==> src/hdl/core_pkg.sv <==
`default_nettype none

package core_pkg;

    localparam int alu_op_nbit = 4;
    localparam int wtg_op_nbit = 3;
    localparam int dm_op_nbit = 1;
    localparam int rc0_op_nbit = 2;

    localparam int mux_rf_reqw_nbit = 2;
    localparam int mux_alu_datay_nbit = 2;
    localparam int mux_rc0_iew_nbit = 2;
    localparam int mux_rc0_epcw_nbit = 1;

    localparam logic [alu_op_nbit-1:0] alu_add  = 4'd0;
    localparam logic [alu_op_nbit-1:0] alu_sub  = 4'd1;
    localparam logic [alu_op_nbit-1:0] alu_and  = 4'd2;
    localparam logic [alu_op_nbit-1:0] alu_or   = 4'd3;
    localparam logic [alu_op_nbit-1:0] alu_nor  = 4'd4;
    localparam logic [alu_op_nbit-1:0] alu_slt  = 4'd5;
    localparam logic [alu_op_nbit-1:0] alu_sltu = 4'd6;
    localparam logic [alu_op_nbit-1:0] alu_sll  = 4'd7;
    localparam logic [alu_op_nbit-1:0] alu_srl  = 4'd8;
    localparam logic [alu_op_nbit-1:0] alu_sra  = 4'd9;
    localparam logic [alu_op_nbit-1:0] alu_sllv = 4'd10;
    localparam logic [alu_op_nbit-1:0] alu_lui  = 4'd11;

    localparam logic [wtg_op_nbit-1:0] wtg_jno  = 3'd0; // pc+4
    localparam logic [wtg_op_nbit-1:0] wtg_j26  = 3'd1;
    localparam logic [wtg_op_nbit-1:0] wtg_j32  = 3'd2;
    localparam logic [wtg_op_nbit-1:0] wtg_beq  = 3'd3;
    localparam logic [wtg_op_nbit-1:0] wtg_bne  = 3'd4;
    localparam logic [wtg_op_nbit-1:0] wtg_bgez = 3'd5;
    localparam logic [wtg_op_nbit-1:0] wtg_irq  = 3'd6;
    localparam logic [wtg_op_nbit-1:0] wtg_iret = 3'd7;

    localparam logic [dm_op_nbit-1:0] dm_wd = 1'b0; // full word
    localparam logic [dm_op_nbit-1:0] dm_ub = 1'b1; // unsigned byte

    localparam logic [rc0_op_nbit-1:0] rc0_nop = 2'd0;
    localparam logic [rc0_op_nbit-1:0] rc0_irq = 2'd1;
    localparam logic [rc0_op_nbit-1:0] rc0_ret = 2'd2;

    localparam logic [mux_rf_reqw_nbit-1:0] mux_rf_reqw_rt = 2'd0;
    localparam logic [mux_rf_reqw_nbit-1:0] mux_rf_reqw_rd = 2'd1;
    localparam logic [mux_rf_reqw_nbit-1:0] mux_rf_reqw_31 = 2'd2;

    localparam logic [mux_alu_datay_nbit-1:0] mux_alu_datay_rfb  = 2'd0;
    localparam logic [mux_alu_datay_nbit-1:0] mux_alu_datay_exts = 2'd1;
    localparam logic [mux_alu_datay_nbit-1:0] mux_alu_datay_extz = 2'd2;

    localparam logic [mux_rc0_iew_nbit-1:0] mux_rc0_iew_rf   = 2'd0;
    localparam logic [mux_rc0_iew_nbit-1:0] mux_rc0_iew_zero = 2'd1;
    localparam logic [mux_rc0_iew_nbit-1:0] mux_rc0_iew_one  = 2'd2;

    localparam logic [mux_rc0_epcw_nbit-1:0] mux_rc0_epcw_rf = 1'b0;
    localparam logic [mux_rc0_epcw_nbit-1:0] mux_rc0_epcw_pc = 1'b1;

    localparam logic [31:0] irq_vector = 32'h0000_0100; // handler entry

    typedef union packed {
        struct packed {
            logic [5:0] opcode;
            logic [4:0] rs;
            logic [4:0] rt;
            logic [4:0] rd;
            logic [4:0] shamt;
            logic [5:0] funct;
        } r;
        struct packed {
            logic [5:0]  opcode;
            logic [4:0]  rs;
            logic [4:0]  rt;
            logic [15:0] imm16;
        } i;
        struct packed {
            logic [5:0]  opcode;
            logic [25:0] target26;
        } j;
    } instr_t;

endpackage

`default_nettype wire

==> src/hdl/cp0_regs.sv <==
`timescale 1ns/100ps
`default_nettype none

module cp0_regs (
    input wire clk,
    input wire reset,
    input wire ie_we,
    input wire epc_we,
    input wire [core_pkg::mux_rc0_iew_nbit-1:0] mux_ie_w,
    input wire [core_pkg::mux_rc0_epcw_nbit-1:0] mux_epc_w,
    input wire [31:0] rf_val,
    input wire [31:0] pc,
    input wire is_epc,
    output logic ie,
    output logic [31:0] epc,
    output logic [31:0] rd_val
);
    import core_pkg::*;

    always_ff @(posedge clk) begin
        if (reset) begin
            ie <= 1'b0;
        end else if (ie_we) begin
            case (mux_ie_w)
                mux_rc0_iew_zero: ie <= 1'b0;
                mux_rc0_iew_one:  ie <= 1'b1;
                default:          ie <= rf_val[0]; // status bit 0
            endcase
        end
    end

    always_ff @(posedge clk) begin
        if (epc_we) begin
            epc <= (mux_epc_w == mux_rc0_epcw_pc) ? pc : rf_val;
        end
    end

    assign rd_val = is_epc ? epc : {31'd0, ie};

endmodule

`default_nettype wire

==> config.mk <==
export PLATFORM = sky130hd
export DESIGN_NAME = cp0_regs
export DESIGN_NICKNAME = d
export VERILOG_FILES = /design/src/hdl/core_pkg.sv /design/src/hdl/cp0_regs.sv
export SDC_FILE = /design/constraint.sdc
export NUM_CORES = 1
export LEC_CHECK = 0
export ABC_AREA = 1
export ABC_CLOCK_PERIOD_IN_PS = 1100
export BUFFER_PORTS_ARGS = -buffer_cell sky130_fd_sc_hd__clkbuf_2
export CORE_MARGIN = 8
export CORE_UTILIZATION = 40
export DETAILED_ROUTE_END_ITERATION = 10
export PLACE_DENSITY = 0.79
export SLEW_MARGIN = 25
export SYNTH_ARGS = -nofsm -noshare
export SYNTH_HDL_FRONTEND = slang
export SYNTH_SLANG_ARGS = --single-unit
==> constraint.sdc <==
create_clock -name clk -period 1.1 [get_ports clk]
set_input_delay 0.22 -clock clk [delete_from_list [all_inputs] [get_ports clk]]
set_output_delay 0.22 -clock clk [all_outputs]
set_load 0.03 [all_outputs]
### After elaboration in Yosys (flattened, before gate mapping)

Cells that the tools add are included.

| cells by class | value |
|---|---|
| eq/ne operators | 2 |
| multiplexer cells | 3 |

Operators with widths:

| operator | count |
|---|---|
| two-way mux 32 bit | 2 |
| == test 2 x 1 -> 1 bit, second input constant | 1 |
| == test 2 bit, second input constant | 1 |
| one-hot mux 1 bit (2 select lines) | 1 |

| storage, ports and cells | value |
|---|---|
| flip-flop bits (word level) | 33 |
| bits of input ports | 72 |
| output and inout bits | 65 |
| logic and storage cells | 7 |

### Longest topological paths before layout

| depth | value |
|---|---|
| depth in word-level cells | 2 |
| depth in mapped cells | 7 |
| gate-level depth less buffers | 7 |

### Worst setup path before layout

No wires, ideal clock.

| path | value |
|---|---|
| path type | reg-to-output |
| start | register ie |
| end | output rd_val[0] |
| data arrival time | 1.251 ns |
| required time | 0.880 ns |
| setup slack | -0.371 ns |
| cell stages (with the launch flop) | 3 |
| path buffers | 0 |
| cell sequence | dfxtp_1 -> inv_1 -> o21ai_0 |

| between the ends | value |
|---|---|
| word-level cells in the longest chain between the ends | 1 |

Ends and longest elaborated chain:

| element | RTL line | RTL |
|---|---|---|
| start: declaration | cp0_regs.sv:14 | `output logic ie,` |
| start signal: assignment | cp0_regs.sv:27 | `default: ie <= rf_val[0];` |
| two-way mux 32 bit | cp0_regs.sv:38 | `assign rd_val = is_epc ? epc : {31'd0, ie};` |
| end: declaration | cp0_regs.sv:16 | `output logic [31:0] rd_val` |

Every way passes these cells.

### Worst setup path in the final report

| path | value |
|---|---|
| start | register epc[25] |
| end | output rd_val[25] |

| between the ends | value |
|---|---|
| word-level cells in the longest chain between the ends | 1 |

Ends and longest elaborated chain:

| element | RTL line | RTL |
|---|---|---|
| start: declaration | cp0_regs.sv:15 | `output logic [31:0] epc,` |
| start signal: assignment | cp0_regs.sv:34 | `epc <= (mux_epc_w == mux_rc0_epcw_pc) ? pc : rf_val;` |
| two-way mux 32 bit | cp0_regs.sv:38 |  |

Every way passes these cells.

==> results_dict.tcl <==
set metrics [dict create \
    outcome "complete, but fails checks" \
    violations "negative setup slack" \
    tightestPinTransition_ps 172.5 \
    timing.slew.headroom 0.8838 \
    timing.final.setup_violations 38 \
    min_period_ps 1236 \
    fillerInstances 331 \
    cts.sinks 33 \
    power.density_nw_per_um2 1197 \
    critical_path_peak_fanout 2 \
    die_width_um 85.18 \
    ctsRootBufferMaster "sky130_fd_sc_hd__clkbuf_8" \
    path_clk_slew_ps 70 \
    post_synth_instance_area_um2 1914 \
    max_cap_violations 0 \
    synthCells 215 \
    groute.usage.overall 0.1659 \
    total_negative_setup_slack_ps -3139 \
    crit_path_end_kind "output port" \
    post_synth_num_cell_types 15 \
    global_route_total_overflow 0 \
    synth.avg_cell_area_um2 8.904 \
    r2r_slack_ps 450 \
    ys.warnings.count 0 \
    area_share_of_the_largest_cell_type_after_synthesis 0.5020 \
    p_leak_uw 0.001789 \
    worstRegToRegCells 4 \
    hpwl_um 4420 \
    final_hold_viol_count 0 \
    route.vias.total 1844 \
    antenna_left 0 \
    finalNonFillerCells 409 \
    antenna_violations_before_repair 0 \
    largest_net_degree_at_the_start_of_global_routing 35 \
    dpl.cell_count 399 \
    drive_gt1_frac 0.6113 \
    whs_path_depth 4 \
    fin_ws_ps -136.0 \
    hold_path.class "input port to flip-flop" \
    synth.largest_area_cell "sky130_fd_sc_hd__edfxtp_1" \
    floorplan.rows 25 \
    top_level_ports 137 \
    core-area_um2 4661 \
    crit_type "flip-flop to output port" \
    port_buffers 136 \
    clock_insertion_delay_worst_skew_ps 280 \
    syn_to_final_growth_pct 72.88 \
    max_freq_ghz 0.8091 \
    first_pass_grt_wire_length_um 9349 \
    synth-seq-cells 33 \
    crit_chain "nand2_2, inv_2, buf_8" \
    drtIter0Drc 71 \
    tritoncts "built" \
    final.period_utilization 1.124 \
    drc 0 \
    detailed_route_wire_length_um 6155 \
    unrepaired_setup_endpoints_after_global_routing "true" \
    dieArea_um2 7256 \
    crit_slowest_cell "sky130_fd_sc_hd__edfxtp_1" \
    detailedRoute.firstPassIterationCount 4 \
    wl_per_cell_um 15.05 \
    final_net_count 427 \
    first_global_vias 1976 \
    floorplan.initialDensity 0.4107 \
    synth_net_count 288 \
    gp_congestion 0.7418 \
    synth_sequential_area_ratio 0.5124 \
    die-height_um 85.18 \
    cts.htree.levels 2 \
    cts-hold-fix-buffers 0 \
    clockBufferDepth 2 \
    max_stage_delay_ps 450 \
    worst_clock_skew_ps 0 \
    report.final.slew_viol_count 0 \
    post_synth_main_area_contributors "sky130_fd_sc_hd__edfxtp_1 (50%), sky130_fd_sc_hd__o21ai_2 (13%), sky130_fd_sc_hd__inv_1 (13%), sky130_fd_sc_hd__nand2_1 (13%), sky130_fd_sc_hd__buf_8 (2.4%)" \
    timing.critical_path.required_ps 880 \
    place_ws_ps 11.28 \
    post_drt_via_cell_ratio 4.509 \
    highest_ir_drop_seen_on_vdd_uv 616.1 \
    tritoncts.num_buffers 5 \
    critical_path_arrival_ps 1020 \
    worst_hold_check_slack_ps 165.7 \
    diodes 0 \
    start_kind "flip-flop" \
]
worst max-delay path: cells and delay by family (launching register included):
family,cells,cell delay [ps]
buf+inv,2,160
simple gates,1,120
flops,1,450
kinds of logic (layout without fill, tap and decap cells):
logic type      Yosys count  count (layout)  share of synthesized area
simple gates             70              70                     0.1405
flops                    33              33                     0.5124
fa+ha+maj                 1               1                   0.006535
buf+inv                  78             218                     0.1974
compound gates           33              33                     0.1431
power by group:
group / switching, uW / internal, uW / leakage [uW] / total [uW]
Combinational: 800 / 680 / 0.00142 / 1480
Clock: 433 / 438 / 0.0000450 / 871
Sequential: 89.7 / 1520 / 0.000320 / 1610
Total: 1320 / 2640 / 0.00179 / 3960
layer usage:
layer,up-vias,share of wire,global-route usage
met2,81,0.59,0.3274
li1,922,-,-
met4,0,0.035,0.09385
met5,-,0,0
met1,823,0.32,0.1410
met3,18,0.057,0.05212
area by class of cell:
class                           count  area (um2)  share of cell area
Inverter                           67       251.5             0.07599
Sequential cell                    33       980.9              0.2964
Clock inverter                      2       10.01            0.003025
Timing Repair Buffer              143        1350              0.4079
Clock buffer                        6       72.57             0.02193
Multi-Input combinational cell    104       576.8              0.1743
Tap cell                           54       67.56             0.02042
sequential cells by signal (all words and copies together) (netlist names):
register and flops:
ie 1, epc 32
path summary, 6_finish.rpt:
| kind | start | end |
|---|---|---|
| hold reg to reg | ie | ie |
| setup / recovery | epc[25] | rd_val[25] |
| hold / removal | reset | ie |
| setup reg to reg | ie | ie |
cells in the mapped netlist (all sizes together):
master and count:
buf 11, o21ai 33, inv 67, ha 1
nand2 67, nand3 1, dfxtp 1, nor2 2
edfxtp 32
per-stage QoR:
step | total power (uW) | area (um2) | utilization
after global routing | 4134 | 3309 | 0.7101
after CTS | 3806 | 3159 | 0.6779
final | 3961 | 3309 | 0.7101
after floorplan | 2306 | 1926 | -
after detailed placement | 2697 | 2648 | 0.5681
after global placement | 2670 | 2648 | 0.5681
placed cells by master, fill, tap and decap left out:
cell,count
sky130_fd_sc_hd__clkbuf_8,7
sky130_fd_sc_hd__edfxtp_1,32
sky130_fd_sc_hd__clkbuf_2,72
sky130_fd_sc_hd__nand3_1,1
sky130_fd_sc_hd__inv_1,36
sky130_fd_sc_hd__inv_2,31
sky130_fd_sc_hd__buf_12,5
sky130_fd_sc_hd__buf_6,13
sky130_fd_sc_hd__nand2_1,61
sky130_fd_sc_hd__o21ai_4,1
sky130_fd_sc_hd__buf_4,3
sky130_fd_sc_hd__ha_1,1
sky130_fd_sc_hd__dfxtp_1,1
sky130_fd_sc_hd__buf_2,2
sky130_fd_sc_hd__clkbuf_1,1
sky130_fd_sc_hd__buf_8,45
sky130_fd_sc_hd__clkinv_2,2
sky130_fd_sc_hd__nor2_1,2
sky130_fd_sc_hd__o21ai_2,29
sky130_fd_sc_hd__clkbuf_4,1
sky130_fd_sc_hd__o21ai_0,3
sky130_fd_sc_hd__nand2_2,6
timing repair:
| item | CTS | global route |
|---|---|---|
| setup buffers | 0 | 2 |
| endpoints found under the setup margin | 52 | 64 |
| pin swaps | 32 | 32 |
| resized for setup | 101 | 126 |
(Power assumes the default switching activity.)
