`src/hdl/core_pkg.sv`:
```
`default_nettype none

package core_pkg;

    localparam int alu_op_nbit = 4;
    localparam int wtg_op_nbit = 3;
    localparam int dm_op_nbit = 1;
    localparam int rc0_op_nbit = 2;

    localparam int mux_rf_reqw_nbit = 2;
    localparam int mux_alu_datay_nbit = 2;
    localparam int mux_rc0_iew_nbit = 2;
    localparam int mux_rc0_epcw_nbit = 1;

    localparam logic [alu_op_nbit-1:0] alu_add  = 4'd0;
    localparam logic [alu_op_nbit-1:0] alu_sub  = 4'd1;
    localparam logic [alu_op_nbit-1:0] alu_and  = 4'd2;
    localparam logic [alu_op_nbit-1:0] alu_or   = 4'd3;
    localparam logic [alu_op_nbit-1:0] alu_nor  = 4'd4;
    localparam logic [alu_op_nbit-1:0] alu_slt  = 4'd5;
    localparam logic [alu_op_nbit-1:0] alu_sltu = 4'd6;
    localparam logic [alu_op_nbit-1:0] alu_sll  = 4'd7;
    localparam logic [alu_op_nbit-1:0] alu_srl  = 4'd8;
    localparam logic [alu_op_nbit-1:0] alu_sra  = 4'd9;
    localparam logic [alu_op_nbit-1:0] alu_sllv = 4'd10;
    localparam logic [alu_op_nbit-1:0] alu_lui  = 4'd11;

    localparam logic [wtg_op_nbit-1:0] wtg_jno  = 3'd0; // pc+4
    localparam logic [wtg_op_nbit-1:0] wtg_j26  = 3'd1;
    localparam logic [wtg_op_nbit-1:0] wtg_j32  = 3'd2;
    localparam logic [wtg_op_nbit-1:0] wtg_beq  = 3'd3;
    localparam logic [wtg_op_nbit-1:0] wtg_bne  = 3'd4;
    localparam logic [wtg_op_nbit-1:0] wtg_bgez = 3'd5;
    localparam logic [wtg_op_nbit-1:0] wtg_irq  = 3'd6;
    localparam logic [wtg_op_nbit-1:0] wtg_iret = 3'd7;

    localparam logic [dm_op_nbit-1:0] dm_wd = 1'b0; // full word
    localparam logic [dm_op_nbit-1:0] dm_ub = 1'b1; // unsigned byte

    localparam logic [rc0_op_nbit-1:0] rc0_nop = 2'd0;
    localparam logic [rc0_op_nbit-1:0] rc0_irq = 2'd1;
    localparam logic [rc0_op_nbit-1:0] rc0_ret = 2'd2;

    localparam logic [mux_rf_reqw_nbit-1:0] mux_rf_reqw_rt = 2'd0;
    localparam logic [mux_rf_reqw_nbit-1:0] mux_rf_reqw_rd = 2'd1;
    localparam logic [mux_rf_reqw_nbit-1:0] mux_rf_reqw_31 = 2'd2;

    localparam logic [mux_alu_datay_nbit-1:0] mux_alu_datay_rfb  = 2'd0;
    localparam logic [mux_alu_datay_nbit-1:0] mux_alu_datay_exts = 2'd1;
    localparam logic [mux_alu_datay_nbit-1:0] mux_alu_datay_extz = 2'd2;

    localparam logic [mux_rc0_iew_nbit-1:0] mux_rc0_iew_rf   = 2'd0;
    localparam logic [mux_rc0_iew_nbit-1:0] mux_rc0_iew_zero = 2'd1;
    localparam logic [mux_rc0_iew_nbit-1:0] mux_rc0_iew_one  = 2'd2;

    localparam logic [mux_rc0_epcw_nbit-1:0] mux_rc0_epcw_rf = 1'b0;
    localparam logic [mux_rc0_epcw_nbit-1:0] mux_rc0_epcw_pc = 1'b1;

    localparam logic [31:0] irq_vector = 32'h0000_0100; // handler entry

    typedef union packed {
        struct packed {
            logic [5:0] opcode;
            logic [4:0] rs;
            logic [4:0] rt;
            logic [4:0] rd;
            logic [4:0] shamt;
            logic [5:0] funct;
        } r;
        struct packed {
            logic [5:0]  opcode;
            logic [4:0]  rs;
            logic [4:0]  rt;
            logic [15:0] imm16;
        } i;
        struct packed {
            logic [5:0]  opcode;
            logic [25:0] target26;
        } j;
    } instr_t;

endpackage

`default_nettype wire

```
`src/hdl/cmb_control.sv`:
```
`timescale 1ns/100ps
`default_nettype none

module cmb_control (
    input wire [5:0] opcode,
    input wire [4:0] rs,
    input wire [5:0] funct,
    input wire is_irq,
    input wire is_epc,
    output logic rf_we,
    output logic [core_pkg::rc0_op_nbit-1:0] rc0_op,
    output logic rc0_ie_we,
    output logic rc0_epc_we,
    output logic [core_pkg::alu_op_nbit-1:0] alu_op,
    output logic [core_pkg::wtg_op_nbit-1:0] wtg_op,
    output logic syscall_en,
    output logic [core_pkg::dm_op_nbit-1:0] dm_op,
    output logic dm_we,
    output logic [core_pkg::mux_rf_reqw_nbit-1:0] mux_rf_req_w,
    output logic sel_rf_w_pc_4,
    output logic sel_rf_w_dm,
    output logic [core_pkg::mux_rc0_iew_nbit-1:0] mux_rc0_ie_w,
    output logic [core_pkg::mux_rc0_epcw_nbit-1:0] mux_rc0_epc_w,
    output logic [core_pkg::mux_alu_datay_nbit-1:0] mux_alu_data_y,
    output logic sel_rf_w_cp0
);
    import core_pkg::*;

    always_comb begin
        rf_we = 1'b1;
        rc0_op = rc0_nop;
        rc0_ie_we = 1'b0;
        rc0_epc_we = 1'b0;
        alu_op = alu_add;
        wtg_op = wtg_jno;
        syscall_en = 1'b0;
        dm_op = dm_wd;
        dm_we = 1'b0;
        mux_rf_req_w = mux_rf_reqw_rt;
        sel_rf_w_pc_4 = 1'b0;
        sel_rf_w_dm = 1'b0;
        mux_rc0_ie_w = mux_rc0_iew_rf;
        mux_rc0_epc_w = mux_rc0_epcw_rf;
        mux_alu_data_y = mux_alu_datay_exts;
        sel_rf_w_cp0 = 1'b0;

        if (is_irq) begin // instruction is dropped
            rc0_op = rc0_irq;
            rc0_ie_we = 1'b1;
            rc0_epc_we = 1'b1;
            mux_rc0_ie_w = mux_rc0_iew_zero;
            mux_rc0_epc_w = mux_rc0_epcw_pc;
            rf_we = 1'b0;
            wtg_op = wtg_irq;
        end else begin
            case (opcode)
                6'b000000: begin
                    mux_rf_req_w = mux_rf_reqw_rd;
                    mux_alu_data_y = mux_alu_datay_rfb;
                    case (funct)
                        6'b000000: alu_op = alu_sll;
                        6'b000010: alu_op = alu_srl;
                        6'b000011: alu_op = alu_sra;
                        6'b000100: alu_op = alu_sllv;
                        6'b001000: begin // jr
                            wtg_op = wtg_j32;
                            rf_we = 1'b0;
                        end
                        6'b001100: begin // syscall
                            syscall_en = 1'b1;
                            rf_we = 1'b0;
                        end
                        6'b100010: alu_op = alu_sub;
                        6'b100100: alu_op = alu_and;
                        6'b100101: alu_op = alu_or;
                        6'b100111: alu_op = alu_nor;
                        6'b101010: alu_op = alu_slt;
                        6'b101011: alu_op = alu_sltu;
                        default: alu_op = alu_add; // add, addu
                    endcase
                end
                6'b000001: begin // bgez
                    wtg_op = wtg_bgez;
                    rf_we = 1'b0;
                end
                6'b000010: begin // j
                    wtg_op = wtg_j26;
                    rf_we = 1'b0;
                end
                6'b000011: begin // jal
                    wtg_op = wtg_j26;
                    mux_rf_req_w = mux_rf_reqw_31;
                    sel_rf_w_pc_4 = 1'b1;
                end
                6'b000100: begin
                    wtg_op = wtg_beq;
                    rf_we = 1'b0;
                end
                6'b000101: begin
                    wtg_op = wtg_bne;
                    rf_we = 1'b0;
                end
                6'b001010: alu_op = alu_slt; // slti
                6'b001100: begin // andi
                    alu_op = alu_and;
                    mux_alu_data_y = mux_alu_datay_extz;
                end
                6'b001101: begin // ori
                    alu_op = alu_or;
                    mux_alu_data_y = mux_alu_datay_extz;
                end
                6'b001111: alu_op = alu_lui;
                6'b010000: begin
                    if (rs[4]) begin // eret
                        rc0_op = rc0_ret;
                        rc0_ie_we = 1'b1;
                        mux_rc0_ie_w = mux_rc0_iew_one;
                        rf_we = 1'b0;
                        wtg_op = wtg_iret;
                    end else if (rs[2]) begin // mtc0
                        rc0_epc_we = is_epc;
                        rc0_ie_we = !is_epc;
                        rf_we = 1'b0;
                    end else begin
                        sel_rf_w_cp0 = 1'b1; // mfc0
                    end
                end
                6'b100011: sel_rf_w_dm = 1'b1; // lw
                6'b100100: begin // lbu
                    sel_rf_w_dm = 1'b1;
                    dm_op = dm_ub;
                end
                6'b101011: begin // sw
                    dm_we = 1'b1;
                    rf_we = 1'b0;
                end
                default: alu_op = alu_add; // addi, addiu
            endcase
        end
    end

endmodule

`default_nettype wire

```
`config.mk`:
```
export PLATFORM = sky130hd
export DESIGN_NAME = cmb_control
export DESIGN_NICKNAME = d
export VERILOG_FILES = /design/src/hdl/core_pkg.sv /design/src/hdl/cmb_control.sv
export SDC_FILE = /design/constraint.sdc
export NUM_CORES = 1
export LEC_CHECK = 0
export BUFFER_PORTS_ARGS = -buffer_cell sky130_fd_sc_hd__buf_2
export CAP_MARGIN = 20
export CORE_UTILIZATION = 44
export DETAILED_ROUTE_END_ITERATION = 8
export PLACE_DENSITY = 0.85
export SYNTH_ARGS = -nofsm -noshare
export SYNTH_HDL_FRONTEND = slang
export SYNTH_SLANG_ARGS = --single-unit
```
`constraint.sdc`:
```
create_clock -name vclk -period 1.71
set_clock_uncertainty 0.1 [all_clocks]
set_input_delay 0.171 -clock vclk [all_inputs]
set_output_delay 0.171 -clock vclk [all_outputs]
set_load 0.1 [all_outputs]
```
==> results.sh, run 1 <==
export IMPL_outcome="did not finish"
export IMPL_ios=44
export IMPL_ys_types=37
export IMPL_netlist_top_cells_area="nor2_1 (7.2%), a21oi_1 (6.4%), nand2_1 (5.4%), buf_6 (5.4%), nor4_1 (5.0%)"
export IMPL_syn_nets=120
export IMPL_tool_error="[ERROR DPL-0038] Utilization greater than 100%, impossible to legalize"
export IMPL_ys_seq_area_share_pct=0
export IMPL_stop_stage="detailed placement"
export IMPL_initial_core_util_pct=47.8
export IMPL_die_x_um=39.6
export IMPL_yosysWarnings=0
export IMPL_rows=13
export IMPL_chipHeight_um=39.6
export IMPL_syn_inst=101
export IMPL_synth_area_um2=622
export IMPL_synth_most_common_cell="nor2_1"
export IMPL_synth_avg_cell_area_um2=6.16
export IMPL_io_buffers=41
export IMPL_synth_top_cells_by_count="nor2_1 (12), nand2_1 (9), a21oi_1 (8)"
export IMPL_place_congestion=0.898
export IMPL_synth_area_leader_cell="nor2_1"
export IMPL_synthDominantCellAreaShare_pct=7.24
[cell families after synthesis]
| family | Yosys count | share of synthesized area (%) |
|---|---|---|
| compound gates | 31 | 36.2 |
| simple gates | 51 | 45.1 |
| buf+inv | 19 | 18.7 |
[through the flow]
stage | hold slack, ns | setup WS [ns] | instance area [um2] | TNS [ns]
floorplan | 0.340 | -0.672 | 896 | -6.13
global placement | 0.582 | -0.0892 | 1460 | -0.356
==> run 2: changes to the inputs <==
--- a/config.mk
+++ b/config.mk
@@ -7,9 +7,10 @@
 export LEC_CHECK = 0
 export BUFFER_PORTS_ARGS = -buffer_cell sky130_fd_sc_hd__buf_2
 export CAP_MARGIN = 20
-export CORE_UTILIZATION = 44
+export CORE_AREA = 2 2 63 65
 export DETAILED_ROUTE_END_ITERATION = 8
-export PLACE_DENSITY = 0.85
+export DIE_AREA = 0 0 65 67
+export PLACE_DENSITY_LB_ADDON = 0.15
 export SYNTH_ARGS = -nofsm -noshare
 export SYNTH_HDL_FRONTEND = slang
 export SYNTH_SLANG_ARGS = --single-unit
==> run 2 against run 1 <==
Against the previous run:
- the flow now finishes, with violations (setup timing)
- synthesized cell count is the same
- area after synthesis is the same
==> results.sh, run 2 <==
export IMPL_outcome="finished with violations"
export IMPL_violations="setup timing"
export IMPL_crit_path_start_kind="primary input"
export IMPL_fin_util_pct=45.0
export IMPL_syn_inst=101
export IMPL_drc=0
export IMPL_layout_commonest_cell="buf_4"
export IMPL_slew_headroom_pct=63.7
export IMPL_initial_core_util_pct=17.2
export IMPL_yosysWarnings=0
export IMPL_maxCapViolCount=0
export IMPL_vias=943
export IMPL_criticalPathCategory="in2out"
export IMPL_synthDominantCellAreaShare_pct=7.24
export IMPL_leakagePower_uw=0.000614
export IMPL_power_density_nw_per_um2=232
export IMPL_max_freq_mhz=569
export IMPL_min_from="rs[2]"
export IMPL_total_power_uw=377
export IMPL_peakVddDrop_mv=0.0730
export IMPL_drive_gt1_share_pct=66.5
export IMPL_synth_avg_cell_area_um2=6.16
export IMPL_drt_wl_total_mm=2.50
export IMPL_first_global_vias=924
export IMPL_rows=22
export IMPL_grt_total_usage_pct=11.7
export IMPL_final_cell_mix="buf_4 (30), buf_12 (22), buf_2 (15), nor2_1 (9)"
export IMPL_antenna_cells=0
export IMPL_post_route_period_util_pct=103
export IMPL_cp_max_fo=5
export IMPL_min_period_ns=1.76
export IMPL_setup_ws_ns=-0.0462
export IMPL_drt_first_pass_iters=4
export IMPL_pre_cts_slack_ns=-0.0964
export IMPL_maxSlewViolCount=0
export IMPL_antenna_found_initial=0
export IMPL_synth_most_common_cell="nor2_1"
export IMPL_synth_area_um2=622
export IMPL_worstPathRequired_ns=1.44
export IMPL_ys_types=37
export IMPL_syn_to_final_growth_pct=161
export IMPL_hpwl_mm=2.13
export IMPL_place_congestion=0.873
export IMPL_clock_buffers=0
export IMPL_ios=44
export IMPL_final_nets=179
export IMPL_die_area_um2=4360
export IMPL_final_seq_area_um2=0
export IMPL_drtAntennaViolNets=0
export IMPL_netlist_top_cells_area="nor2_1 (7.2%), a21oi_1 (6.4%), nand2_1 (5.4%), buf_6 (5.4%), nor4_1 (5.0%)"
export IMPL_critPathArrivalTime_ns=1.49
export IMPL_setup_viol=4
export IMPL_synth_area_leader_cell="nor2_1"
export IMPL_ys_seq_area_share_pct=0
export IMPL_hold_path_cell_count=3
export IMPL_die_x_um=65
export IMPL_worstMarginPinSlew_ns=0.543
export IMPL_seq_cells=0
export IMPL_chipHeight_um=67
export IMPL_synth_top_cells_by_count="nor2_1 (12), nand2_1 (9), a21oi_1 (8)"
export IMPL_drt_initial_drc_count=24
export IMPL_hold_buffers=0
export IMPL_finalHoldViolations=0
export IMPL_syn_nets=120
export IMPL_via_per_inst=4.58
export IMPL_grt_max_degree=13
export IMPL_fillers=360
export IMPL_hp_class="in2out"
export IMPL_avgRoutedWirePerCell_um=12.1
export IMPL_cp_end_kind="output port"
export IMPL_grt_ovfl_total=0
export IMPL_grt_pass1_wl_mm=4.25
export IMPL_rsz0062_at_grt="yes"
export IMPL_io_buffers=41
export IMPL_min_to="sel_rf_w_cp0"
export IMPL_core_um2=3610
run 2: cell counts after synthesis:
Identical to the previous run, type by type.
run 2: logic make-up (layout without fill, tap and decap cells):
family          Yosys count  count (layout)  share of synthesized area [%]
compound gates           31              31                           36.2
simple gates             51              51                           45.1
buf+inv                  19              76                           18.7
run 2: worst max-delay path, stage by stage:
cell	delay [ns]
buf_6	0.09
or2_4	0.26
and4b_4	0.35
o311ai_4	0.19
o22ai_4	0.22
buf_12	0.19
run 2: final cells by class:
cell class | instances | area, um2 | share of cell area, %
Timing Repair Buffer | 70 | 774 | 47.7
Multi-Input combinational cell | 82 | 766 | 47.2
Inverter | 6 | 22.5 | 1.39
Tap cell | 48 | 60.1 | 3.70
run 2: stage by stage:
step,setup TNS (ns),cell area (um2),cells,hold WS [ns]
6_report,-0.0937,1620,206,0.587
3_5_place_dp,-0.420,1560,205,0.592
5_1_grt,-0.343,1620,206,0.603
4_1_cts,-0.184,1590,205,0.592
3_3_place_gp,-0.334,1560,205,0.586
2_1_floorplan,-6.13,896,101,0.340
run 2: how the worst max path moves through the flow:
stage / from / endpoint / slack [ns] / depth (start not counted)
floorplan: opcode[3] / rc0_op[1] / -0.67 / 5
global placement: opcode[3] / alu_op[0] / -0.09 / 6
detailed placement: opcode[3] / alu_op[0] / -0.1 / 6
CTS: opcode[5] / alu_op[0] / -0.07 / 6
global route: opcode[5] / alu_op[0] / -0.08 / 6
finish: opcode[5] / alu_op[0] / -0.05 / 6
run 2: repair_timing:
item	CTS	global route
endpoints found under the setup margin	10	9
resized for setup	6	8
cloned	0	0
setup buffers	1	1
pin swaps	6	6
run 2: per-layer routing:
layer / track usage, % / vias to the layer above / wire length, um
met3: 0.845 / 0 / 108
met2: 20.7 / 25 / 1240
met4: 0 / 0 / 0
li1: - / 484 / -
met1: 16.4 / 434 / 1150
met5: 0 / - / 0
run 2: report_power, final:
part	total (uW)	internal [uW]	switching, uW
Clock	0	0	0
Combinational	377	140	237
Sequential	0	0	0
Total	377	140	237
Note: power is estimated with default switching activity, not from simulation.
