`config.mk`:
```
export PLATFORM = sky130hd
export DESIGN_NAME = where_to_go
export DESIGN_NICKNAME = d
export VERILOG_FILES = /design/src/hdl/core_pkg.sv /design/src/hdl/where_to_go.sv
export SDC_FILE = /design/constraint.sdc
export NUM_CORES = 1
export LEC_CHECK = 0
export BUFFER_PORTS_ARGS = -buffer_cell sky130_fd_sc_hd__buf_2
export CORE_ASPECT_RATIO = 1.2
export CORE_MARGIN = 5
export CORE_UTILIZATION = 35
export DETAILED_ROUTE_END_ITERATION = 7
export MAX_ROUTING_LAYER = met4
export PLACE_DENSITY = 0.65
export SLEW_MARGIN = 20
export SYNTH_ARGS = -nofsm -noshare
export SYNTH_HDL_FRONTEND = slang
export SYNTH_SLANG_ARGS = --single-unit
```
`constraint.sdc`:
```
create_clock -name vclk -period 6
set_input_delay 0.9 -clock vclk [all_inputs]
set_output_delay 0.9 -clock vclk [all_outputs]
set_load 0.05 [all_outputs]
```
`src/hdl/core_pkg.sv`:
```
`default_nettype none

package core_pkg;

    localparam int alu_op_nbit = 4;
    localparam int wtg_op_nbit = 3;
    localparam int dm_op_nbit = 1;
    localparam int rc0_op_nbit = 2;

    localparam int mux_rf_reqw_nbit = 2;
    localparam int mux_alu_datay_nbit = 2;
    localparam int mux_rc0_iew_nbit = 2;
    localparam int mux_rc0_epcw_nbit = 1;

    localparam logic [alu_op_nbit-1:0] alu_add  = 4'd0;
    localparam logic [alu_op_nbit-1:0] alu_sub  = 4'd1;
    localparam logic [alu_op_nbit-1:0] alu_and  = 4'd2;
    localparam logic [alu_op_nbit-1:0] alu_or   = 4'd3;
    localparam logic [alu_op_nbit-1:0] alu_nor  = 4'd4;
    localparam logic [alu_op_nbit-1:0] alu_slt  = 4'd5;
    localparam logic [alu_op_nbit-1:0] alu_sltu = 4'd6;
    localparam logic [alu_op_nbit-1:0] alu_sll  = 4'd7;
    localparam logic [alu_op_nbit-1:0] alu_srl  = 4'd8;
    localparam logic [alu_op_nbit-1:0] alu_sra  = 4'd9;
    localparam logic [alu_op_nbit-1:0] alu_sllv = 4'd10;
    localparam logic [alu_op_nbit-1:0] alu_lui  = 4'd11;

    localparam logic [wtg_op_nbit-1:0] wtg_jno  = 3'd0; // pc+4
    localparam logic [wtg_op_nbit-1:0] wtg_j26  = 3'd1;
    localparam logic [wtg_op_nbit-1:0] wtg_j32  = 3'd2;
    localparam logic [wtg_op_nbit-1:0] wtg_beq  = 3'd3;
    localparam logic [wtg_op_nbit-1:0] wtg_bne  = 3'd4;
    localparam logic [wtg_op_nbit-1:0] wtg_bgez = 3'd5;
    localparam logic [wtg_op_nbit-1:0] wtg_irq  = 3'd6;
    localparam logic [wtg_op_nbit-1:0] wtg_iret = 3'd7;

    localparam logic [dm_op_nbit-1:0] dm_wd = 1'b0; // full word
    localparam logic [dm_op_nbit-1:0] dm_ub = 1'b1; // unsigned byte

    localparam logic [rc0_op_nbit-1:0] rc0_nop = 2'd0;
    localparam logic [rc0_op_nbit-1:0] rc0_irq = 2'd1;
    localparam logic [rc0_op_nbit-1:0] rc0_ret = 2'd2;

    localparam logic [mux_rf_reqw_nbit-1:0] mux_rf_reqw_rt = 2'd0;
    localparam logic [mux_rf_reqw_nbit-1:0] mux_rf_reqw_rd = 2'd1;
    localparam logic [mux_rf_reqw_nbit-1:0] mux_rf_reqw_31 = 2'd2;

    localparam logic [mux_alu_datay_nbit-1:0] mux_alu_datay_rfb  = 2'd0;
    localparam logic [mux_alu_datay_nbit-1:0] mux_alu_datay_exts = 2'd1;
    localparam logic [mux_alu_datay_nbit-1:0] mux_alu_datay_extz = 2'd2;

    localparam logic [mux_rc0_iew_nbit-1:0] mux_rc0_iew_rf   = 2'd0;
    localparam logic [mux_rc0_iew_nbit-1:0] mux_rc0_iew_zero = 2'd1;
    localparam logic [mux_rc0_iew_nbit-1:0] mux_rc0_iew_one  = 2'd2;

    localparam logic [mux_rc0_epcw_nbit-1:0] mux_rc0_epcw_rf = 1'b0;
    localparam logic [mux_rc0_epcw_nbit-1:0] mux_rc0_epcw_pc = 1'b1;

    localparam logic [31:0] irq_vector = 32'h0000_0100; // handler entry

    typedef union packed {
        struct packed {
            logic [5:0] opcode;
            logic [4:0] rs;
            logic [4:0] rt;
            logic [4:0] rd;
            logic [4:0] shamt;
            logic [5:0] funct;
        } r;
        struct packed {
            logic [5:0]  opcode;
            logic [4:0]  rs;
            logic [4:0]  rt;
            logic [15:0] imm16;
        } i;
        struct packed {
            logic [5:0]  opcode;
            logic [25:0] target26;
        } j;
    } instr_t;

endpackage

`default_nettype wire

```
`src/hdl/where_to_go.sv`:
```
`timescale 1ns/100ps
`default_nettype none

module where_to_go (
    input wire [core_pkg::wtg_op_nbit-1:0] wtg_op,
    input wire [31:0] pc,
    input wire [15:0] imm16,
    input wire [25:0] target26,
    input wire [31:0] rs_val,
    input wire [31:0] rt_val,
    input wire [31:0] epc,
    output logic [31:0] next_pc
);
    import core_pkg::*;

    logic [31:0] pc_4;
    logic [31:0] br_target;

    assign pc_4 = pc + 32'd4;
    assign br_target = pc_4 + {{14{imm16[15]}}, imm16, 2'b00};

    always_comb begin
        case (wtg_op)
            wtg_j26:  next_pc = {pc_4[31:28], target26, 2'b00};
            wtg_j32:  next_pc = rs_val;
            wtg_beq:  next_pc = (rs_val == rt_val) ? br_target : pc_4;
            wtg_bne:  next_pc = (rs_val != rt_val) ? br_target : pc_4;
            wtg_bgez: next_pc = rs_val[31] ? pc_4 : br_target; // sign bit only
            wtg_irq:  next_pc = irq_vector;
            wtg_iret: next_pc = epc;
            default:  next_pc = pc_4;
        endcase
    end

endmodule

`default_nettype wire

```
# [After elaboration in Yosys (flattened, before gate mapping)]
# Index checks and enable logic that the tools add are counted.
[totals] ff_bits=0 output_inout_bits=32 word_cells=15
[classes] addsub=2 eq_ne=9 n_mux=4
[ops] op="$pmux 32 s7" n=1
[ops] op="$mux 32" n=3
[ops] op="$add 32x3->32 const B" n=1
[ops] op="$add 32x32->32" n=1
[ops] op="$eq 32x32->1" n=1
[ops] op="$ne 32x32->1" n=1
[ops] op="$eq 3x3->1 const B" n=4
[ops] op="$eq 3x2->1 const B" n=2
[ops] op="$eq 3x1->1 const B" n=1

# [Logic depth before layout (Yosys ltp)]
# Gate-level depths: netlist of run 1.
[logic_depth] ltp_word=4 ltp_mapped=16 mapped_depth_nobuf=16

# [Least setup slack after synthesis of run 1]
# OpenSTA, ideal clock, no wires.
[synth_path] path_type="input to output" startpoint="input pc[2]" endpoint="output next_pc[30]" t_arrival_ns=4.673 required_time_ns=5.100 path_slack_ns=0.427 path_stages=14 n_path_buf=0 cell_sequence="ha_1 > nand2_1 > nor4_2 > nand3_1 > xnor2_1 > ha_1 > nand4_1 > or4_1 > a21oi_2 > nor3_2 > o21ai_1 > o221ai_1 > xor2_1 > o21ai_0"
[synth_between] elab_chain_len=4 word_cells_on_any_way=6
[synth_lines] item="start, declared" line="where_to_go.sv:6" source="input wire [31:0] pc,"
[synth_lines] item="$add 32x3->32 *" line="where_to_go.sv:19" source="assign pc_4 = pc + 32'd4;"
[synth_lines] item="$add 32x32->32" line="where_to_go.sv:20" source="assign br_target = pc_4 + {{14{imm16[15]}}, imm16, 2'b00};"
[synth_lines] item="$mux 32 (on tied branches)" line="where_to_go.sv:28, where_to_go.sv:26, where_to_go.sv:27"
[synth_lines] item="$pmux 32 s7 *" line="where_to_go.sv:23" source="case (wtg_op)"
[synth_lines] item="end, declared" line="where_to_go.sv:12" source="output logic [31:0] next_pc"
# Every way passes the cells marked *; elsewhere a longest branch is shown, timed or not.

# [Final worst setup path of run 1]
[layout_path] startpoint="input pc[2]" endpoint="output next_pc[31]"
# Same word-level chain as after synthesis.

==> flow_summary.json, run 1 <==
{
  "status": "completed",
  "setup_tns_ns": 0,
  "vias": 5069,
  "final_util_pct": 47.6,
  "syn_area_um2": 3640,
  "dr.pass1.iters": 5,
  "grt_pass1_wl_um": 26200,
  "fp.coreArea_um2": 10100,
  "grt_use_total_pct": 27.0,
  "seq_cell_count": 0,
  "drive_gt1_share_pct": 30.2,
  "ys_seq_area_share_pct": 0,
  "num_rows": 40,
  "port_buffers": 205,
  "worstSetupEndpointType": "primary output",
  "totalWireLength_um": 17200,
  "min_path_cells": 3,
  "leakagePower_nw": 2.24,
  "wl_per_cell_um": 19.9,
  "worstMarginPinSlew_ns": 0.674,
  "regArea_um2": 0,
  "post_cts_buffers": 0,
  "syn_nets": 759,
  "finalSetupViolations": 0,
  "cap_violations": 0,
  "syn2layout_area_growth_pct": 32.0,
  "min_to": "next_pc[2]",
  "post-route-min-period_ns": 5.62,
  "post_cts_resized": 0,
  "grt_pass1_vias": 5291,
  "cp-start-kind": "input port",
  "yosys_warnings": 0,
  "die-area_um2": 12600,
  "avgSynthCellArea_um2": 6.62,
  "drc": 0,
  "io-pin-count": 205,
  "final_antenna_net_count": 0,
  "crit_path_max_fanout": 6,
  "powerDensity_nw_per_um2": 110,
  "met1_usage_pct": 32.1,
  "slowest_stage": "or4b_2",
  "overflow": 0,
  "max_stage_delay_ns": 0.63,
  "die_h_um": 122,
  "grtUsageMet2_pct": 47.5,
  "finalHoldViolations": 0,
  "worstPathRequired_ns": 5.10,
  "timing.fmax_mhz": 178,
  "grtUsageMet3_pct": 2.12,
  "cts_hold_buf": 0,
  "min_from": "pc[2]",
  "arrival_ns": 4.72,
  "critical_path_class": "input port to primary output",
  "antenna_cells": 0,
  "cp_num_cells": 16,
  "holdCritPathClass": "input port to primary output",
  "cp_top_family": "simple AND/OR/NAND/NOR gates",
  "cp_cell_sequence": "buf_2, ha_1, nand2_1, nor4_2, and3_1, nand4_1, xnor2_1, ha_1, nand4_1, or4b_2, o21ai_0, a21o_1, o221ai_1, o311a_1, nand2_1, buf_2",
  "nNetsFinal": 952,
  "grt_max_degree": 32,
  "nFillCells": 1127,
  "grt_antenna_before_repair": 0,
  "dp_hpwl_um": 14800,
  "synthCells": 550,
  "die_width_um": 103,
  "gp_congestion": 0.981,
  "slew_violations": 0,
  "synth_cell_types": 58,
  "busiest_layer": "met2",
  "vdd_drop_max_mv": 0.0618,
  "clock_buffers": 0,
  "timing.final.crit_share_pct": 93.7,
  "rsz0062_at_grt": "no",
  "drt-initial-drc-count": 261,
  "avgViaCountPerCell": 5.85,
  "start_util_pct": 36.0,
  "cp_num_buf_inv": 2,
  "slew_headroom_pct": 55.0
}
[Yosys cell counts, types with 4 or more instances]
master / n / area share, %
clkbuf_1: 15 / 1.5
o211ai_1: 14 / 2.9
a21oi_1: 47 / 6.5
o221ai_1: 11 / 2.6
mux2i_1: 4 / 1.1
ha_1: 35 / 12
nand4_1: 24 / 4.1
a21o_1: 15 / 3.1
o2111ai_1: 5 / 1.2
o21ai_0: 20 / 2.7
a22oi_1: 26 / 5.4
xor2_1: 24 / 5.8
nand2_1: 49 / 5.0
nand2b_1: 24 / 4.1
nand3_1: 14 / 1.9
nor2b_1: 4 / 0.69
o21bai_1: 4 / 0.82
and3_1: 7 / 1.2
a211oi_1: 4 / 0.82
xnor2_1: 59 / 14
nor2_1: 58 / 6.0
inv_1: 24 / 2.5
nor3_1: 11 / 1.5
[cell usage in the layout, fill, tap and decap left out, types with 3 or more instances in the layout]
master,synthesis,routed
buf_2,2,205
xnor2_1,59,59
nor2_1,58,56
nand2_1,49,49
a21oi_1,47,47
ha_1,35,35
a22oi_1,26,26
xor2_1,24,24
nand2b_1,24,24
nand4_1,24,24
inv_1,24,24
o21ai_0,20,20
a21o_1,15,15
nand3_1,14,14
o211ai_1,14,14
o221ai_1,11,11
nor3_1,11,10
and3_1,7,7
o2111ai_1,5,5
buf_4,0,5
nor2b_1,4,4
a211oi_1,4,4
mux2i_1,4,4
o21bai_1,4,4
o311ai_0,3,3
and2_1,3,3
nor4_2,3,3
[where the power goes]
| group | internal [W] | switching [W] | total [W] | leakage [nW] |
|---|---|---|---|---|
| logic | 0.000190 | 0.000339 | 0.000529 | 2.24 |
| registers | 0 | 0 | 0 | 0 |
| clock network | 0 | 0 | 0 | 0 |
| total | 0.000190 | 0.000339 | 0.000529 | 2.24 |
[layout make-up]
type / instances / area [um2] / share of cell area, %
Inverter: 25 / 93.8 / 1.95
Multi-Input combinational cell: 506 / 3490 / 72.7
Tap cell: 126 / 158 / 3.28
Timing Repair Buffer: 210 / 1060 / 22.1
[worst max path at each step]
stage,from,to,slack [ns]
6_report,pc[2],next_pc[31],0.38
5_1_grt,pc[2],next_pc[31],0.19
4_1_cts,pc[2],next_pc[31],0.45
3_5_place_dp,pc[2],next_pc[31],0.46
3_3_place_gp,pc[2],next_pc[31],0.54
2_1_floorplan,pc[2],next_pc[30],0.43
[kinds of logic (layout without fill, tap and decap cells)]
kind of cell | after synthesis | in the layout | synth area share [%]
compound gates | 175 | 175 | 33.2
xor+xnor | 83 | 83 | 20.0
fa+ha+maj | 36 | 36 | 12.6
buf+inv | 44 | 235 | 4.64
mux | 4 | 4 | 1.10
simple gates | 208 | 208 | 28.5
[through the flow]
stage | hold slack (ns) | area (um2) | setup WS, ns | power [W] | std cells
5_1_grt | 2.27 | 4810 | 0.188 | 0.000569 | 867
6_report | 2.23 | 4810 | 0.379 | 0.000529 | 867
4_1_cts | 2.23 | 4800 | 0.455 | 0.000525 | 867
3_3_place_gp | 2.23 | 4800 | 0.541 | 0.000519 | 867
2_1_floorplan | 2.17 | 3640 | 0.427 | 0.000345 | 550
3_5_place_dp | 2.23 | 4800 | 0.459 | 0.000521 | 867
[routing by layer]
metal | vias to the layer above | wire, um | share of wire (%)
met1 | 2351 | 6790 | 39
met3 | 50 | 1170 | 6.8
met4 | 0 | 673 | 3.9
met5 | - | 0 | 0
li1 | 2433 | - | -
met2 | 235 | 8590 | 50
Note: power is estimated with default switching activity, not from simulation.
==> inputs of run 2 (changes only) <==
ABC_AREA = 1   (was default)
PLACE_DENSITY = 0.62   (was 0.65)
==> flow_summary.json, run 2 <==
{
  "critical_path_class": "input port to primary output",
  "finalHoldViolations": 0,
  "post_cts_buffers": 0,
  "cts_hold_buf": 0,
  "cp_num_cells": 18,
  "synth_cell_types": 40,
  "drive_gt1_share_pct": 23.3,
  "crit_top_cell": "nand2_1",
  "slowest_stage": "ha_1",
  "worstSetupEndpointType": "primary output",
  "start_util_pct": 35.8,
  "yosys_warnings": 0,
  "regArea_um2": 0,
  "post_cts_resized": 0,
  "yosysMostFrequentCell": "nand2_1",
  "worstSetupEndpoint": "next_pc[13]",
  "cp-start-kind": "input port",
  "final_cell_mix": "nand2_1 (310), buf_2 (205), inv_1 (113), nor2_1 (85), nand3_1 (59)",
  "syn_nets": 1066,
  "avgViaCountPerCell": 5.00,
  "timing.fmax_mhz": 200,
  "io-pin-count": 205,
  "avgSynthCellArea_um2": 5.08,
  "design_area_um2": 5570,
  "grt_use_total_pct": 23.9,
  "grt_max_degree": 32,
  "die_h_um": 132,
  "vias": 6091,
  "arrival_ns": 4.10,
  "slew_violations": 0,
  "worstMarginPinSlew_ns": 0.690,
  "grt_pass1_vias": 5698,
  "rsz0062_at_grt": "no",
  "gp_congestion": 1.00,
  "fp.coreArea_um2": 12200,
  "overflow": 0,
  "nNetsFinal": 1266,
  "final_util_pct": 45.8,
  "num_rows": 44,
  "cap_violations": 0,
  "holdCritPathClass": "input port to primary output",
  "dp_hpwl_um": 16100,
  "ys_seq_area_share_pct": 0,
  "placed_cell_area_um2": 5560,
  "dr.pass1.iters": 5,
  "cp_cell_sequence": "buf_2, ha_1, nand2_1, inv_1, nand2_1, nor2_1, nand2_1, o21ai_0, inv_1, ha_1, a21oi_1, o21ai_0, a21oi_1, nand2_1, or2_2, a31oi_1, o21ai_0, buf_2",
  "clock_buffers": 0,
  "synth_top_area_cell": "nand2_1",
  "timing.final.crit_share_pct": 83.3,
  "die_width_um": 112,
  "cp_num_buf_inv": 4,
  "post-route-min-period_ns": 5.00,
  "synthTopCellsByArea": "nand2_1 (27%), ha_1 (10%), inv_1 (9.7%)",
  "yosys-top-cells-count": "nand2_1 (310), inv_1 (113), nor2_1 (86)",
  "finalSetupViolations": 0,
  "synthCells": 857,
  "status": "completed",
  "crit_path_max_fanout": 6,
  "final_antenna_net_count": 0,
  "crit_start": "pc[2]",
  "yosysTopAreaCellShare_pct": 26.7,
  "slew_headroom_pct": 54.0,
  "grt_antenna_before_repair": 1,
  "syn2layout_area_growth_pct": 27.9,
  "wl_per_cell_um": 14.9,
  "seq_cell_count": 0,
  "totalWireLength_um": 18100,
  "setup_tns_ns": 0,
  "max_stage_delay_ns": 0.35,
  "nFillCells": 1460,
  "final_common_cell": "nand2_1",
  "worstPathRequired_ns": 5.10,
  "die-area_um2": 14800,
  "drc": 0,
  "grt_pass1_wl_um": 28400,
  "syn_area_um2": 4350,
  "port_buffers": 205,
  "cp_top_family": "compound AO/OA/AOI/OAI gates",
  "drt-initial-drc-count": 417,
  "fin_hold_ws_ns": 2.22
}
[run 2: changes by cell type in the layout (fill, tap and decap cells not counted), sizes merged, moves of 6 or more]
cell    change
inv        +96
or2         +8
nand3      +46
nand2b     -24
a221oi      +6
nor2       +37
o221ai     -12
and3        -7
a22oi      -16
a21o       -14
nand2     +268
xnor2      -31
[run 2: area by class of cell]
cell class	count	area (um2)	area share [%]
timing repair buffer	209	1060	19.0
antenna	1	2.50	0.0450
multi-input combinational	723	3840	69.0
inverter	123	464	8.34
tap	161	201	3.62
[run 2: per-stage QoR]
step / cells / worst slack [ns]
2_1_floorplan: 857 / 1.49
3_3_place_gp: 1216 / 1.04
3_5_place_dp: 1216 / 1.03
4_1_cts: 1216 / 1.03
5_1_grt: 1217 / 0.627
6_report: 1217 / 1.00
[run 2: kinds of logic (layout without fill, tap and decap cells)]
family,after synthesis,after routing,synth area share (%)
other cells,0,1,0
xor+xnor,49,49,9.86
compound gates,116,116,16.1
fa+ha+maj,36,36,10.5
buf+inv,134,332,11.9
simple gates,522,522,51.7
[run 2: routing by layer]
layer	track usage (%)	up-vias	share of wire (%)
met5	-	-	0
met4	2.97	0	1.7
met3	2.94	22	7.5
met2	41.1	239	47
met1	30.8	2653	44
li1	-	3177	-
[run 2: worst min-delay path by stage]
stage / end / startpoint / slack (ns) / cells past startpoint
final: next_pc[1] / pc[1] / 2.22 / 4
after global routing: next_pc[1] / pc[1] / 2.24 / 4
after CTS: next_pc[1] / pc[1] / 2.22 / 4
after detailed placement: next_pc[1] / pc[1] / 2.22 / 4
after global placement: next_pc[1] / pc[1] / 2.22 / 4
after floorplan: next_pc[24] / target26[22] / 2.11 / 2
[run 2: worst min-delay path, delay by kind of cell]
kind | cells | cell delay (ns)
simple gates | 1 | 0.05
buf+inv | 2 | 0.31
compound gates | 1 | 0.06
==> inputs of run 3 (changes only) <==
PLACE_DENSITY = 0.64   (was 0.62)
clock period = 4 ns   (was 6 ns; I/O delays follow)
==> flow_summary.json, run 3 (synthesis results as in run 2) <==
{
  "status": "completed",
  "grt_pass1_vias": 6251,
  "rsz0062_at_grt": "yes",
  "totalWireLength_um": 20100,
  "grt_use_total_pct": 25.0,
  "grt_antenna_before_repair": 0,
  "post-route-min-period_ns": 3.95,
  "vdd_drop_max_mv": 0.0783,
  "cp-start-kind": "input port",
  "port_buffers": 205,
  "antenna_cells": 0,
  "clock_buffers": 0,
  "die-area_um2": 14800,
  "slew_headroom_pct": 54.8,
  "finalWorstSetupSlack_ns": 0.0528,
  "syn2layout_area_growth_pct": 66.4,
  "final_common_cell": "nand2_1",
  "timing.final.crit_share_pct": 98.7,
  "crit_path_max_fanout": 4,
  "arrival_ns": 3.35,
  "drt-initial-drc-count": 573,
  "worstSetupEndpoint": "next_pc[25]",
  "final_cell_mix": "nand2_1 (286), buf_2 (186), buf_4 (121), inv_1 (105), nor2_1 (61)",
  "crit_start": "pc[8]",
  "holdCritPathClass": "input port to primary output",
  "num_rows": 44,
  "timing.fmax_mhz": 253,
  "fp.coreArea_um2": 12200,
  "place_inst": 1316,
  "io-pin-count": 205,
  "final_cells": 1327,
  "die_h_um": 132,
  "dp_hpwl_um": 16600,
  "dp_slack_ns": -0.183,
  "overflow": 0,
  "avgViaCountPerCell": 5.08,
  "final_antenna_net_count": 0,
  "nFillCells": 1242,
  "gp_congestion": 0.971,
  "drive_gt1_share_pct": 42.3,
  "cts_hold_buf": 0,
  "slew_violations": 0,
  "vias": 6739,
  "grt_pass1_wl_um": 30100,
  "worstMarginPinSlew_ns": 0.678,
  "worstSetupEndpointType": "primary output",
  "regArea_um2": 0,
  "wl_per_cell_um": 15.2,
  "nNetsFinal": 1377,
  "dr.pass1.iters": 5,
  "cap_violations": 0,
  "critical_path_class": "input port to primary output",
  "multiInputGateArea_um2": 4580,
  "drc": 0,
  "die_width_um": 112,
  "finalSetupViolations": 0,
  "leakagePower_nw": 3.78,
  "start_util_pct": 35.8,
  "worstPathRequired_ns": 3.40,
  "powerDensity_nw_per_um2": 154,
  "seq_cell_count": 0,
  "grt_max_degree": 32,
  "finalHoldViolations": 0
}
==> run 3: cell types whose count changed in the layout (fill, tap and decap cells not counted), moves of 13 or more <==
cell,before,now
nand3_2,1,14
nand2_2,5,24
buf_4,4,121
ha_1,35,16
nor2_2,7,21
ha_4,0,15
nand3_1,59,44
nor2_1,85,61
a21oi_2,0,19
a21oi_1,47,25
buf_2,205,186
nand2_1,310,286
==> run 3: how the worst min path moves through the flow <==
stage / to / from / depth (start not counted)
final: next_pc[24] / target26[22] / 4
after global routing: next_pc[18] / target26[16] / 4
after CTS: next_pc[0] / pc[0] / 4
after detailed placement: next_pc[0] / pc[0] / 4
after global placement: next_pc[0] / pc[0] / 4
after floorplan: next_pc[24] / target26[22] / 2
==> run 3: what timing repair did <==
| action | 4_1_cts | 5_1_grt |
|---|---|---|
| setup buffers | 1 | 10 |
| resized for setup | 36 | 169 |
| endpoints found under the setup margin | 15 | 21 |
| pin swaps | 8 | 57 |
==> run 3: metal layers <==
metal / share of wire [%] / global-route usage, % / wire (um) / vias to the layer above
met4: 2.8 / 6.63 / 572 / 0
met1: 41 / 31.5 / 8320 / 2996
met2: 49 / 42.4 / 9830 / 297
met3: 7.1 / 2.71 / 1430 / 47
met5: 0 / - / 0 / -
li1: - / - / - / 3399
==> run 3: power by group <==
part / switching, W / leakage (nW) / internal (W)
clock network: 0 / 0 / 0
registers: 0 / 0 / 0
logic: 0.000665 / 3.78 / 0.000447
total: 0.000665 / 3.78 / 0.000447
==> run 3: stage by stage <==
| stage | hold WS (ns) | total power, W | instance area (um2) | util (%) | setup TNS (ns) |
|---|---|---|---|---|---|
| after floorplan | 1.51 | 0.000566 | 4350 | - | 0 |
| after global placement | 1.61 | 0.000944 | 6330 | 52.0 | -1.11 |
| after detailed placement | 1.60 | 0.000947 | 6330 | 52.0 | -1.79 |
| after CTS | 1.60 | 0.000979 | 6480 | 53.2 | -0.00635 |
| after global routing | 1.62 | 0.00120 | 7240 | 59.5 | -0.981 |
| final | 1.59 | 0.00111 | 7240 | 59.5 | 0 |
==> run 3: critical path, stage by stage <==
cell,delay (ns)
buf_2,0.13
buf_4,0.12
nand2_1,0.06
nor2_2,0.17
nand2_1,0.08
nor2_2,0.16
xor2_1,0.28
inv_1,0.11
ha_1,0.35
nand2_4,0.14
nor2_2,0.06
buf_4,0.13
a21oi_1,0.21
nand2_2,0.13
nand3_1,0.13
nand2_1,0.06
nand2_1,0.06
nand3_1,0.06
nand3_1,0.13
buf_6,0.17
==> run 3: cell type report <==
type / count / area share (%)
multi-input combinational: 723 / 63.2
inverter: 123 / 6.43
timing repair buffer: 320 / 27.6
tap: 161 / 2.78
